[src/hdl/fetch_pkg.sv]
package fetch_pkg;

  // Datapath widths
  localparam int ADDR_W      = 64;
  localparam int INST_W      = 32;
  localparam int FETCH_WIDTH = 2;

  // Byte offset inside one 64-bit memory word
  localparam int OFFSET_W = 3;

  // Direct-mapped instruction cache geometry
  localparam int IDX_W     = 5;
  localparam int IDX_LO    = OFFSET_W;      // addr[7:3]
  localparam int NUM_LINES = 1 << IDX_W;
  localparam int TAG_W     = 8;
  localparam int TAG_LO    = IDX_LO + IDX_W; // addr[15:8]

  // Fetch buffer
  localparam int FB_DEPTH = 8;
  localparam int FB_PTR_W = 3;

  // Memory bus, tag zero means no transaction
  localparam int MEM_TAG_W = 4;

  localparam logic [1:0] BUS_NONE = 2'h0;
  localparam logic [1:0] BUS_LOAD = 2'h1;

  localparam logic [ADDR_W-1:0] RESET_PC = '0;

  // Miss handler states
  localparam logic [1:0] IC_IDLE = 2'd0;
  localparam logic [1:0] IC_REQ  = 2'd1;
  localparam logic [1:0] IC_WAIT = 2'd2;

  // One memory word, either raw or as two instructions.
  // Slot 0 sits in the low half, at the lower address.
  typedef union packed {
    logic [ADDR_W-1:0]                  raw;
    logic [FETCH_WIDTH-1:0][INST_W-1:0] slot;
  } fetch_word_u;

endpackage

[src/hdl/fetch_buffer.sv]
`timescale 1ns/1ps

module fetch_buffer import fetch_pkg::*; (
  input                                      clock,
  input                                      arst_n,
  input                                      flush,
  input        [1:0]                         push_cnt,
  input        [FETCH_WIDTH-1:0][ADDR_W-1:0] push_pc,
  input        [FETCH_WIDTH-1:0][INST_W-1:0] push_ir,
  input                                      inst_ready,
  output logic [FB_PTR_W:0]                  fb_free,
  output logic                               inst_valid,
  output logic [ADDR_W-1:0]                  inst_pc,
  output logic [INST_W-1:0]                  inst_ir
);

  logic [ADDR_W-1:0]   pc_q [FB_DEPTH];
  logic [INST_W-1:0]   ir_q [FB_DEPTH];
  logic [FB_PTR_W-1:0] head;
  logic [FB_PTR_W-1:0] tail;
  logic [FB_PTR_W:0]   count;
  logic                pop;

  assign inst_valid = (count != '0);
  assign inst_pc    = pc_q[head];
  assign inst_ir    = ir_q[head];
  assign pop        = inst_valid && inst_ready;
  assign fb_free    = (FB_PTR_W + 1)'(FB_DEPTH) - count;

  // Pointers wrap on their own since depth is a power of two
  always_ff @(posedge clock or negedge arst_n) begin
    if (!arst_n) begin
      head  <= '0;
      tail  <= '0;
      count <= '0;
    end else if (flush) begin
      head  <= '0;
      tail  <= '0;
      count <= '0;
    end else begin
      if (pop) begin
        head <= head + 1'b1;
      end
      tail  <= tail + FB_PTR_W'(push_cnt);
      count <= count + (FB_PTR_W + 1)'(push_cnt) - (FB_PTR_W + 1)'(pop);
    end
  end

  // Entries in PC order from the tail
  always_ff @(posedge clock) begin
    for (int i = 0; i < FETCH_WIDTH; i++) begin
      if (i < push_cnt) begin
        pc_q[tail + FB_PTR_W'(i)] <= push_pc[i];
        ir_q[tail + FB_PTR_W'(i)] <= push_ir[i];
      end
    end
  end

  a_count_bound: assert property (
    @(posedge clock) disable iff (!arst_n)
    count <= (FB_PTR_W + 1)'(FB_DEPTH)
  );

  // Stage must respect the free count it was given
  a_push_fits: assert property (
    @(posedge clock) disable iff (!arst_n)
    (push_cnt != 2'd0) |-> ((FB_PTR_W + 1)'(push_cnt) <= fb_free)
  );

endmodule

[src/hdl/fetch_stage.sv]
`timescale 1ns/1ps

module fetch_stage import fetch_pkg::*; (
  input                                          clock,
  input                                          arst_n,
  input                                          redirect_valid,
  input        [ADDR_W-1:0]                      redirect_pc,
  input  fetch_word_u                            rd_data,
  input                                          rd_hit,
  input        [FB_PTR_W:0]                      fb_free,
  output logic [ADDR_W-1:0]                      fetch_addr,
  output logic [IDX_W-1:0]                       rd_idx,
  output logic [TAG_W-1:0]                       rd_tag,
  output logic [1:0]                             push_cnt,
  output logic [FETCH_WIDTH-1:0][ADDR_W-1:0]     push_pc,
  output logic [FETCH_WIDTH-1:0][INST_W-1:0]     push_ir
);

  logic [ADDR_W-1:0]          pc;
  logic [ADDR_W-OFFSET_W-1:0] word_base;
  logic                       fetch_go;

  assign fetch_addr = pc;
  assign rd_idx     = pc[IDX_LO +: IDX_W];
  assign rd_tag     = pc[TAG_LO +: TAG_W];
  assign word_base  = pc[ADDR_W-1:OFFSET_W];

  // Room for a full word keeps the push logic simple
  assign fetch_go = rd_hit && !redirect_valid && (fb_free >= (FB_PTR_W + 1)'(FETCH_WIDTH));

  always_comb begin
    push_cnt   = 2'd0;
    push_pc[0] = pc;
    push_pc[1] = pc + ADDR_W'(4);
    push_ir[0] = rd_data.slot[pc[2]]; // first slot at or after the PC
    push_ir[1] = rd_data.slot[1];
    if (fetch_go) begin
      if (pc[2]) begin
        push_cnt = 2'd1;
      end else begin
        push_cnt = 2'd2;
      end
    end
  end

  always_ff @(posedge clock or negedge arst_n) begin
    if (!arst_n) begin
      pc <= RESET_PC;
    end else if (redirect_valid) begin
      pc <= redirect_pc;
    end else if (fetch_go) begin
      // Next 8-byte boundary
      pc <= {word_base + 1'b1, {OFFSET_W{1'b0}}};
    end
  end

endmodule

[src/hdl/fetch_top.sv]
`timescale 1ns/1ps

module fetch_top import fetch_pkg::*; (
  input                        clock,
  input                        arst_n,
  input        [MEM_TAG_W-1:0] mem2proc_response,
  input        [ADDR_W-1:0]    mem2proc_data,
  input        [MEM_TAG_W-1:0] mem2proc_tag,
  input                        redirect_valid,
  input        [ADDR_W-1:0]    redirect_pc,
  input                        inst_ready,
  output logic [1:0]           proc2mem_command,
  output logic [ADDR_W-1:0]    proc2mem_addr,
  output logic                 inst_valid,
  output logic [ADDR_W-1:0]    inst_pc,
  output logic [INST_W-1:0]    inst_ir
);

  // Cache lookup
  logic [IDX_W-1:0]  rd_idx;
  logic [TAG_W-1:0]  rd_tag;
  fetch_word_u       rd_data;
  logic              rd_hit;
  logic [ADDR_W-1:0] fetch_addr;

  // Line fill
  logic              wr_en;
  logic [IDX_W-1:0]  wr_idx;
  logic [TAG_W-1:0]  wr_tag;
  fetch_word_u       wr_data;

  logic [1:0]                         push_cnt;
  logic [FETCH_WIDTH-1:0][ADDR_W-1:0] push_pc;
  logic [FETCH_WIDTH-1:0][INST_W-1:0] push_ir;
  logic [FB_PTR_W:0]                  fb_free;

  icache_mem u_icache_mem (
    .clock   (clock),
    .arst_n  (arst_n),
    .rd_idx  (rd_idx),
    .rd_tag  (rd_tag),
    .wr_en   (wr_en),
    .wr_idx  (wr_idx),
    .wr_tag  (wr_tag),
    .wr_data (wr_data),
    .rd_data (rd_data),
    .rd_hit  (rd_hit)
  );

  icache_ctrl u_icache_ctrl (
    .clock             (clock),
    .arst_n            (arst_n),
    .fetch_addr        (fetch_addr),
    .rd_hit            (rd_hit),
    .mem2proc_response (mem2proc_response),
    .mem2proc_data     (mem2proc_data),
    .mem2proc_tag      (mem2proc_tag),
    .proc2mem_command  (proc2mem_command),
    .proc2mem_addr     (proc2mem_addr),
    .wr_en             (wr_en),
    .wr_idx            (wr_idx),
    .wr_tag            (wr_tag),
    .wr_data           (wr_data)
  );

  fetch_stage u_fetch_stage (
    .clock          (clock),
    .arst_n         (arst_n),
    .redirect_valid (redirect_valid),
    .redirect_pc    (redirect_pc),
    .rd_data        (rd_data),
    .rd_hit         (rd_hit),
    .fb_free        (fb_free),
    .fetch_addr     (fetch_addr),
    .rd_idx         (rd_idx),
    .rd_tag         (rd_tag),
    .push_cnt       (push_cnt),
    .push_pc        (push_pc),
    .push_ir        (push_ir)
  );

  // Redirect also empties the queue
  fetch_buffer u_fetch_buffer (
    .clock      (clock),
    .arst_n     (arst_n),
    .flush      (redirect_valid),
    .push_cnt   (push_cnt),
    .push_pc    (push_pc),
    .push_ir    (push_ir),
    .inst_ready (inst_ready),
    .fb_free    (fb_free),
    .inst_valid (inst_valid),
    .inst_pc    (inst_pc),
    .inst_ir    (inst_ir)
  );

endmodule

[src/hdl/icache_ctrl.sv]
`timescale 1ns/1ps

module icache_ctrl import fetch_pkg::*; (
  input                        clock,
  input                        arst_n,
  input        [ADDR_W-1:0]    fetch_addr,
  input                        rd_hit,
  input        [MEM_TAG_W-1:0] mem2proc_response,
  input        [ADDR_W-1:0]    mem2proc_data,
  input        [MEM_TAG_W-1:0] mem2proc_tag,
  output logic [1:0]           proc2mem_command,
  output logic [ADDR_W-1:0]    proc2mem_addr,
  output logic                 wr_en,
  output logic [IDX_W-1:0]     wr_idx,
  output logic [TAG_W-1:0]     wr_tag,
  output fetch_word_u          wr_data
);

  logic [1:0]           state;
  logic [1:0]           state_n;
  logic [ADDR_W-1:0]    miss_addr;
  logic [MEM_TAG_W-1:0] mem_tag;
  logic                 accepted;
  logic                 fill;

  assign accepted = (state == IC_REQ) && (mem2proc_response != '0);
  assign fill     = (state == IC_WAIT) && (mem2proc_tag == mem_tag);

  always_comb begin
    state_n = state;
    case (state)
      IC_IDLE: begin
        if (!rd_hit) begin
          state_n = IC_REQ;
        end
      end
      IC_REQ: begin
        if (accepted) begin
          state_n = IC_WAIT;
        end
      end
      IC_WAIT: begin
        if (fill) begin
          state_n = IC_IDLE;
        end
      end
      default: state_n = IC_IDLE;
    endcase
  end

  always_ff @(posedge clock or negedge arst_n) begin
    if (!arst_n) begin
      state     <= IC_IDLE;
      miss_addr <= '0;
      mem_tag   <= '0;
    end else begin
      state <= state_n;
      if (state == IC_IDLE && !rd_hit) begin
        miss_addr <= {fetch_addr[ADDR_W-1:OFFSET_W], {OFFSET_W{1'b0}}}; // word aligned
      end
      if (accepted) begin
        mem_tag <= mem2proc_response;
      end else if (fill) begin
        mem_tag <= '0;
      end
    end
  end

  // Request held on the bus until a nonzero response
  assign proc2mem_command = (state == IC_REQ) ? BUS_LOAD : BUS_NONE;
  assign proc2mem_addr    = miss_addr;

  // Line write in the cycle the tag matches
  assign wr_en       = fill;
  assign wr_idx      = miss_addr[IDX_LO +: IDX_W];
  assign wr_tag      = miss_addr[TAG_LO +: TAG_W];
  assign wr_data.raw = mem2proc_data;

  // Rejected request must repeat unchanged
  a_req_held: assert property (
    @(posedge clock) disable iff (!arst_n)
    (proc2mem_command == BUS_LOAD && mem2proc_response == '0) |=>
      (proc2mem_command == BUS_LOAD && $stable(proc2mem_addr))
  );

  // One load outstanding at a time
  a_no_req_while_wait: assert property (
    @(posedge clock) disable iff (!arst_n)
    (state == IC_WAIT && !fill) |=> (proc2mem_command == BUS_NONE)
  );

endmodule

[src/hdl/icache_mem.sv]
`timescale 1ns/1ps

module icache_mem import fetch_pkg::*; (
  input                      clock,
  input                      arst_n,
  input        [IDX_W-1:0]   rd_idx,
  input        [TAG_W-1:0]   rd_tag,
  input                      wr_en,
  input        [IDX_W-1:0]   wr_idx,
  input        [TAG_W-1:0]   wr_tag,
  input  fetch_word_u        wr_data,
  output fetch_word_u        rd_data,
  output logic               rd_hit
);

  logic [NUM_LINES-1:0] line_valid;
  logic [TAG_W-1:0]     line_tag  [NUM_LINES];
  fetch_word_u          line_data [NUM_LINES];

  // Only the valid bits need clearing
  always_ff @(posedge clock or negedge arst_n) begin
    if (!arst_n) begin
      line_valid <= '0;
    end else if (wr_en) begin
      line_valid[wr_idx] <= 1'b1;
    end
  end

  always_ff @(posedge clock) begin
    if (wr_en) begin
      line_tag[wr_idx]  <= wr_tag;
      line_data[wr_idx] <= wr_data;
    end
  end

  // Combinational lookup
  always_comb begin
    rd_data = line_data[rd_idx];
    rd_hit  = line_valid[rd_idx] && (line_tag[rd_idx] == rd_tag);
  end

  // A fill with a bad index would mark a random line valid
  a_wr_idx_known: assert property (
    @(posedge clock) disable iff (!arst_n)
    wr_en |-> !$isunknown(wr_idx)
  );

endmodule

[config.mk]
export PLATFORM = sky130hd
export DESIGN_NAME = fetch_top
export DESIGN_NICKNAME = d
export VERILOG_FILES = /design/src/hdl/fetch_pkg.sv /design/src/hdl/fetch_buffer.sv /design/src/hdl/fetch_stage.sv /design/src/hdl/fetch_top.sv /design/src/hdl/icache_ctrl.sv /design/src/hdl/icache_mem.sv
export SDC_FILE = /design/constraint.sdc
export NUM_CORES = 2
export LEC_CHECK = 0
export BUFFER_PORTS_ARGS = -buffer_cell sky130_fd_sc_hd__buf_4
export CAP_MARGIN = 15
export CORE_MARGIN = 8
export CORE_UTILIZATION = 45
export CTS_BUF_LIST = sky130_fd_sc_hd__clkbuf_4 sky130_fd_sc_hd__clkbuf_8 sky130_fd_sc_hd__clkbuf_16
export CTS_CLUSTER_DIAMETER = 40
export DETAILED_ROUTE_END_ITERATION = 8
export PLACE_DENSITY = 0.62
export SYNTH_ARGS = -nofsm -noshare
export SYNTH_HDL_FRONTEND = slang
export SYNTH_SLANG_ARGS = --single-unit
[constraint.sdc]
create_clock -name clock -period 11.1 [get_ports clock]
set_input_delay 1.665 -clock clock [delete_from_list [all_inputs] [get_ports clock]]
set_output_delay 1.665 -clock clock [all_outputs]
set_load 0.02 [all_outputs]
==> impl_metrics.ini <==
[clocking]
cts_max_path_buffers = 4
post_cts_buffers = 0
cts_sinks = 3245
cts_hold_buf = 0
htreeDepth = 5
cts_tree = built
cts-resized-gates = 0
cts-buffers-inserted = 438
clk_pin_slew_worst_paths_ns = 0.06
cts-root-buf = clkbuf_16
worst_skew_pair.late_latency_ns = 0.95

[worst_setup_path]
crit_slowest_cell = buf_4
critPathMaxFanout = 88
cp_cell_sequence = buf_4 > nand3b_1 > o221ai_1 > a211oi_1 > o31a_1 > a2111oi_2 > nand3_2 > nor3_2 > buf_4 > buf_4 > and3_1 > inv_1 > ha_1 > inv_1 > ha_1 > fa_1 > xnor2_1 > nor2_1
path_class = register to register
critical_path.max_stage_delay_ns = 0.90
critPathMostFrequentCell = buf_4
critical_path_arrival_ns = 8.25
rrSetupSlack_ns = 3.66
end_kind = register
cp_num_buf_inv = 5
cp.required_ns = 11.91
critPathTopFamily = buffers and inverters
setup.worst_path.start_class = register

[placed_design]
place.gp.congestion = 0.8070
post-dp-hpwl_um = 200300
port-buffer-count = 298
dp.cells = 10510

[status]
outcome = finished, final reports clean

[routing]
wl_per_cell_um = 31.94
routed_wl_um = 362200
drtIter0Drc = 7661
vias = 68250
route.detailed.drc = 0
ant_nets = 0
dr.pass1.iters = 6
via_per_inst = 6.019

[sta]
max_freq_ghz = 0.1344
final-max-slew-violation-count = 0
finalHoldViolCount = 0
min_period_ns = 7.438
grt_setup_unrepaired = no
skew_ns = 0.08979
setup_violations = 0
finalSetupTns_ns = 0
worst_pin_slew_ns = 1.197
finalCritPeriodShare = 0.6701
slew_headroom = 0.1862

[yosys]
ys_ff_latch = 3245
synth_cell_types = 77
seq_area_frac_synth = 0.7239
synth_top_area_cell = edfxtp_1
synth_edf_count = 3072
synth_area_leaders = edfxtp_1, mux4_2, dfrtp_1, mux2i_1, mux2_2
syn_inst = 6770
synth.most_common_cell = edfxtp_1
async_reset_ff_frac = 0.05331
syn_area_per_cell_sq_um = 19.71
yosysTopAreaCellShare = 0.6915
yosys_warnings = 0
syn_area_sq_mm = 0.1334
yosys_most_used_dff = edfxtp_1
synth_commonest_cells = edfxtp_1, mux4_2, clkbuf_1

[power]
p_leak_uw = 0.05134
power_density_mw_per_mm2 = 212.6
ir_drop_mv = 0.1420

[grt]
grt.total_usage = 0.2254
grt_pass1_vias = 69430
grt_overflow = 0
grt_start_max_net_pins = 127
grt_pass1_wl_um = 514600
antenna_found_initial = 31

[die]
dieArea_sq_mm = 0.3141
die_y_um = 560.5
start_util = 0.4507
ioPinCount = 303
num_rows = 200
die_w_um = 560.5
core_sq_mm = 0.2960

[finish]
final_core_util = 0.5239
fin_cells = 11340
drive_above_1_share = 0.3352
syn_to_final_growth_pct = 16.26
nNetsFinal = 7164

[job]
drv_cap = 0

[min_path]
min_path_type = register to register
state kept, by name, indices dropped and copies added (netlist names), 4 cells and up:
name,flops
u_icache_mem.line_valid,32
u_icache_mem.line_tag,256
u_icache_mem.line_data,2048
u_fetch_stage.fetch_addr,64
u_fetch_buffer.count,4
u_fetch_buffer.ir_q,256
u_fetch_buffer.pc_q,512
u_icache_ctrl.mem_tag,4
u_icache_ctrl.proc2mem_addr,61
final timing paths:
path | startpoint | endpoint | cells past startpoint
setup / recovery | u_fetch_stage.fetch_addr[5] | u_fetch_buffer.count[2] | 18
hold / removal | u_icache_mem.line_valid[17] | u_icache_mem.line_valid[17] | 1
setup reg to reg | u_fetch_stage.fetch_addr[5] | u_fetch_buffer.count[2] | 18
hold reg to reg | u_icache_mem.line_valid[17] | u_icache_mem.line_valid[17] | 1
max in group asynchronous | arst_n | u_fetch_buffer.head[1] | 2
min in group asynchronous | arst_n | u_icache_ctrl.proc2mem_addr[20] | 1
per-layer routing:
| layer | wire length, um | vias to the layer above | global-route usage |
|---|---|---|---|
| met4 | 8342 | 16 | 0.05396 |
| met3 | 29650 | 540 | 0.04145 |
| met2 | 174900 | 3067 | 0.3682 |
| met1 | 149200 | 36710 | 0.3172 |
| li1 | - | 27930 | - |
| met5 | 107 | - | 0 |
logic make-up after synthesis:
group / Yosys count / synth area share
AO/OA/AOI/OAI: 235 / 0.01218
other: 1 / 0.00002811
adder cells (fa/ha/maj): 15 / 0.001519
buffers and inverters: 735 / 0.02226
multiplexers: 1465 / 0.1937
XOR/XNOR: 220 / 0.01444
AND/OR/NAND/NOR: 854 / 0.03194
flip-flops: 3245 / 0.7239
report_power, final:
group	internal [uW]	switching (uW)
combinational	1890	2490
sequential	13800	383
clock	8880	5490
cell type report:
type / instances / area (sq um)
Fill cell: 22890 / 140900
Inverter: 40 / 162.7
Timing Repair Buffer: 491 / 3767
Sequential cell: 3245 / 96610
Multi-Input combinational cell: 2793 / 34310
Antenna cell: 10 / 25.02
Clock inverter: 310 / 3646
Clock buffer: 511 / 11660
Tap cell: 3939 / 4928
placed cells by master (no fill, tap or decap), types with 36 or more instances in the layout:
master / instances
clkbuf_16: 444
nand2_1: 243
inv_1: 36
nor2_4: 39
edfxtp_1: 3072
clkbuf_4: 60
mux2_2: 210
clkinv_2: 72
or2_2: 36
dfrtp_1: 165
buf_4: 484
bufinv_16: 54
mux2i_1: 368
clkinvlp_4: 43
nor2_1: 74
clkinv_1: 44
xnor2_1: 210
mux4_2: 871
nand3_1: 216
a22oi_1: 39
stage by stage:
step           cell area, sq um  hold slack, ns  total power [uW]  setup WS, ns
5_1_grt                  155100          0.4708             33980         3.338
6_report                 155100          0.4600             32970         3.662
3_3_place_gp             139800          0.4457             18840         3.599
2_1_floorplan            133400          0.4337             17100         2.731
4_1_cts                  155100          0.4611             33250         3.726
3_5_place_dp             139800          0.4477             18910         3.724
worst reg2reg max path, delay by kind of cell (launching register included):
| family | cells | cell delay [ns] |
|---|---|---|
| flip-flops | 1 | 0.88 |
| buffers and inverters | 5 | 2.50 |
| AND/OR/NAND/NOR | 5 | 1.54 |
| XOR/XNOR | 1 | 0.17 |
| AO/OA/AOI/OAI | 4 | 1.32 |
| adder cells (fa/ha/maj) | 3 | 0.93 |
Note: power is estimated with default switching activity, not from simulation.
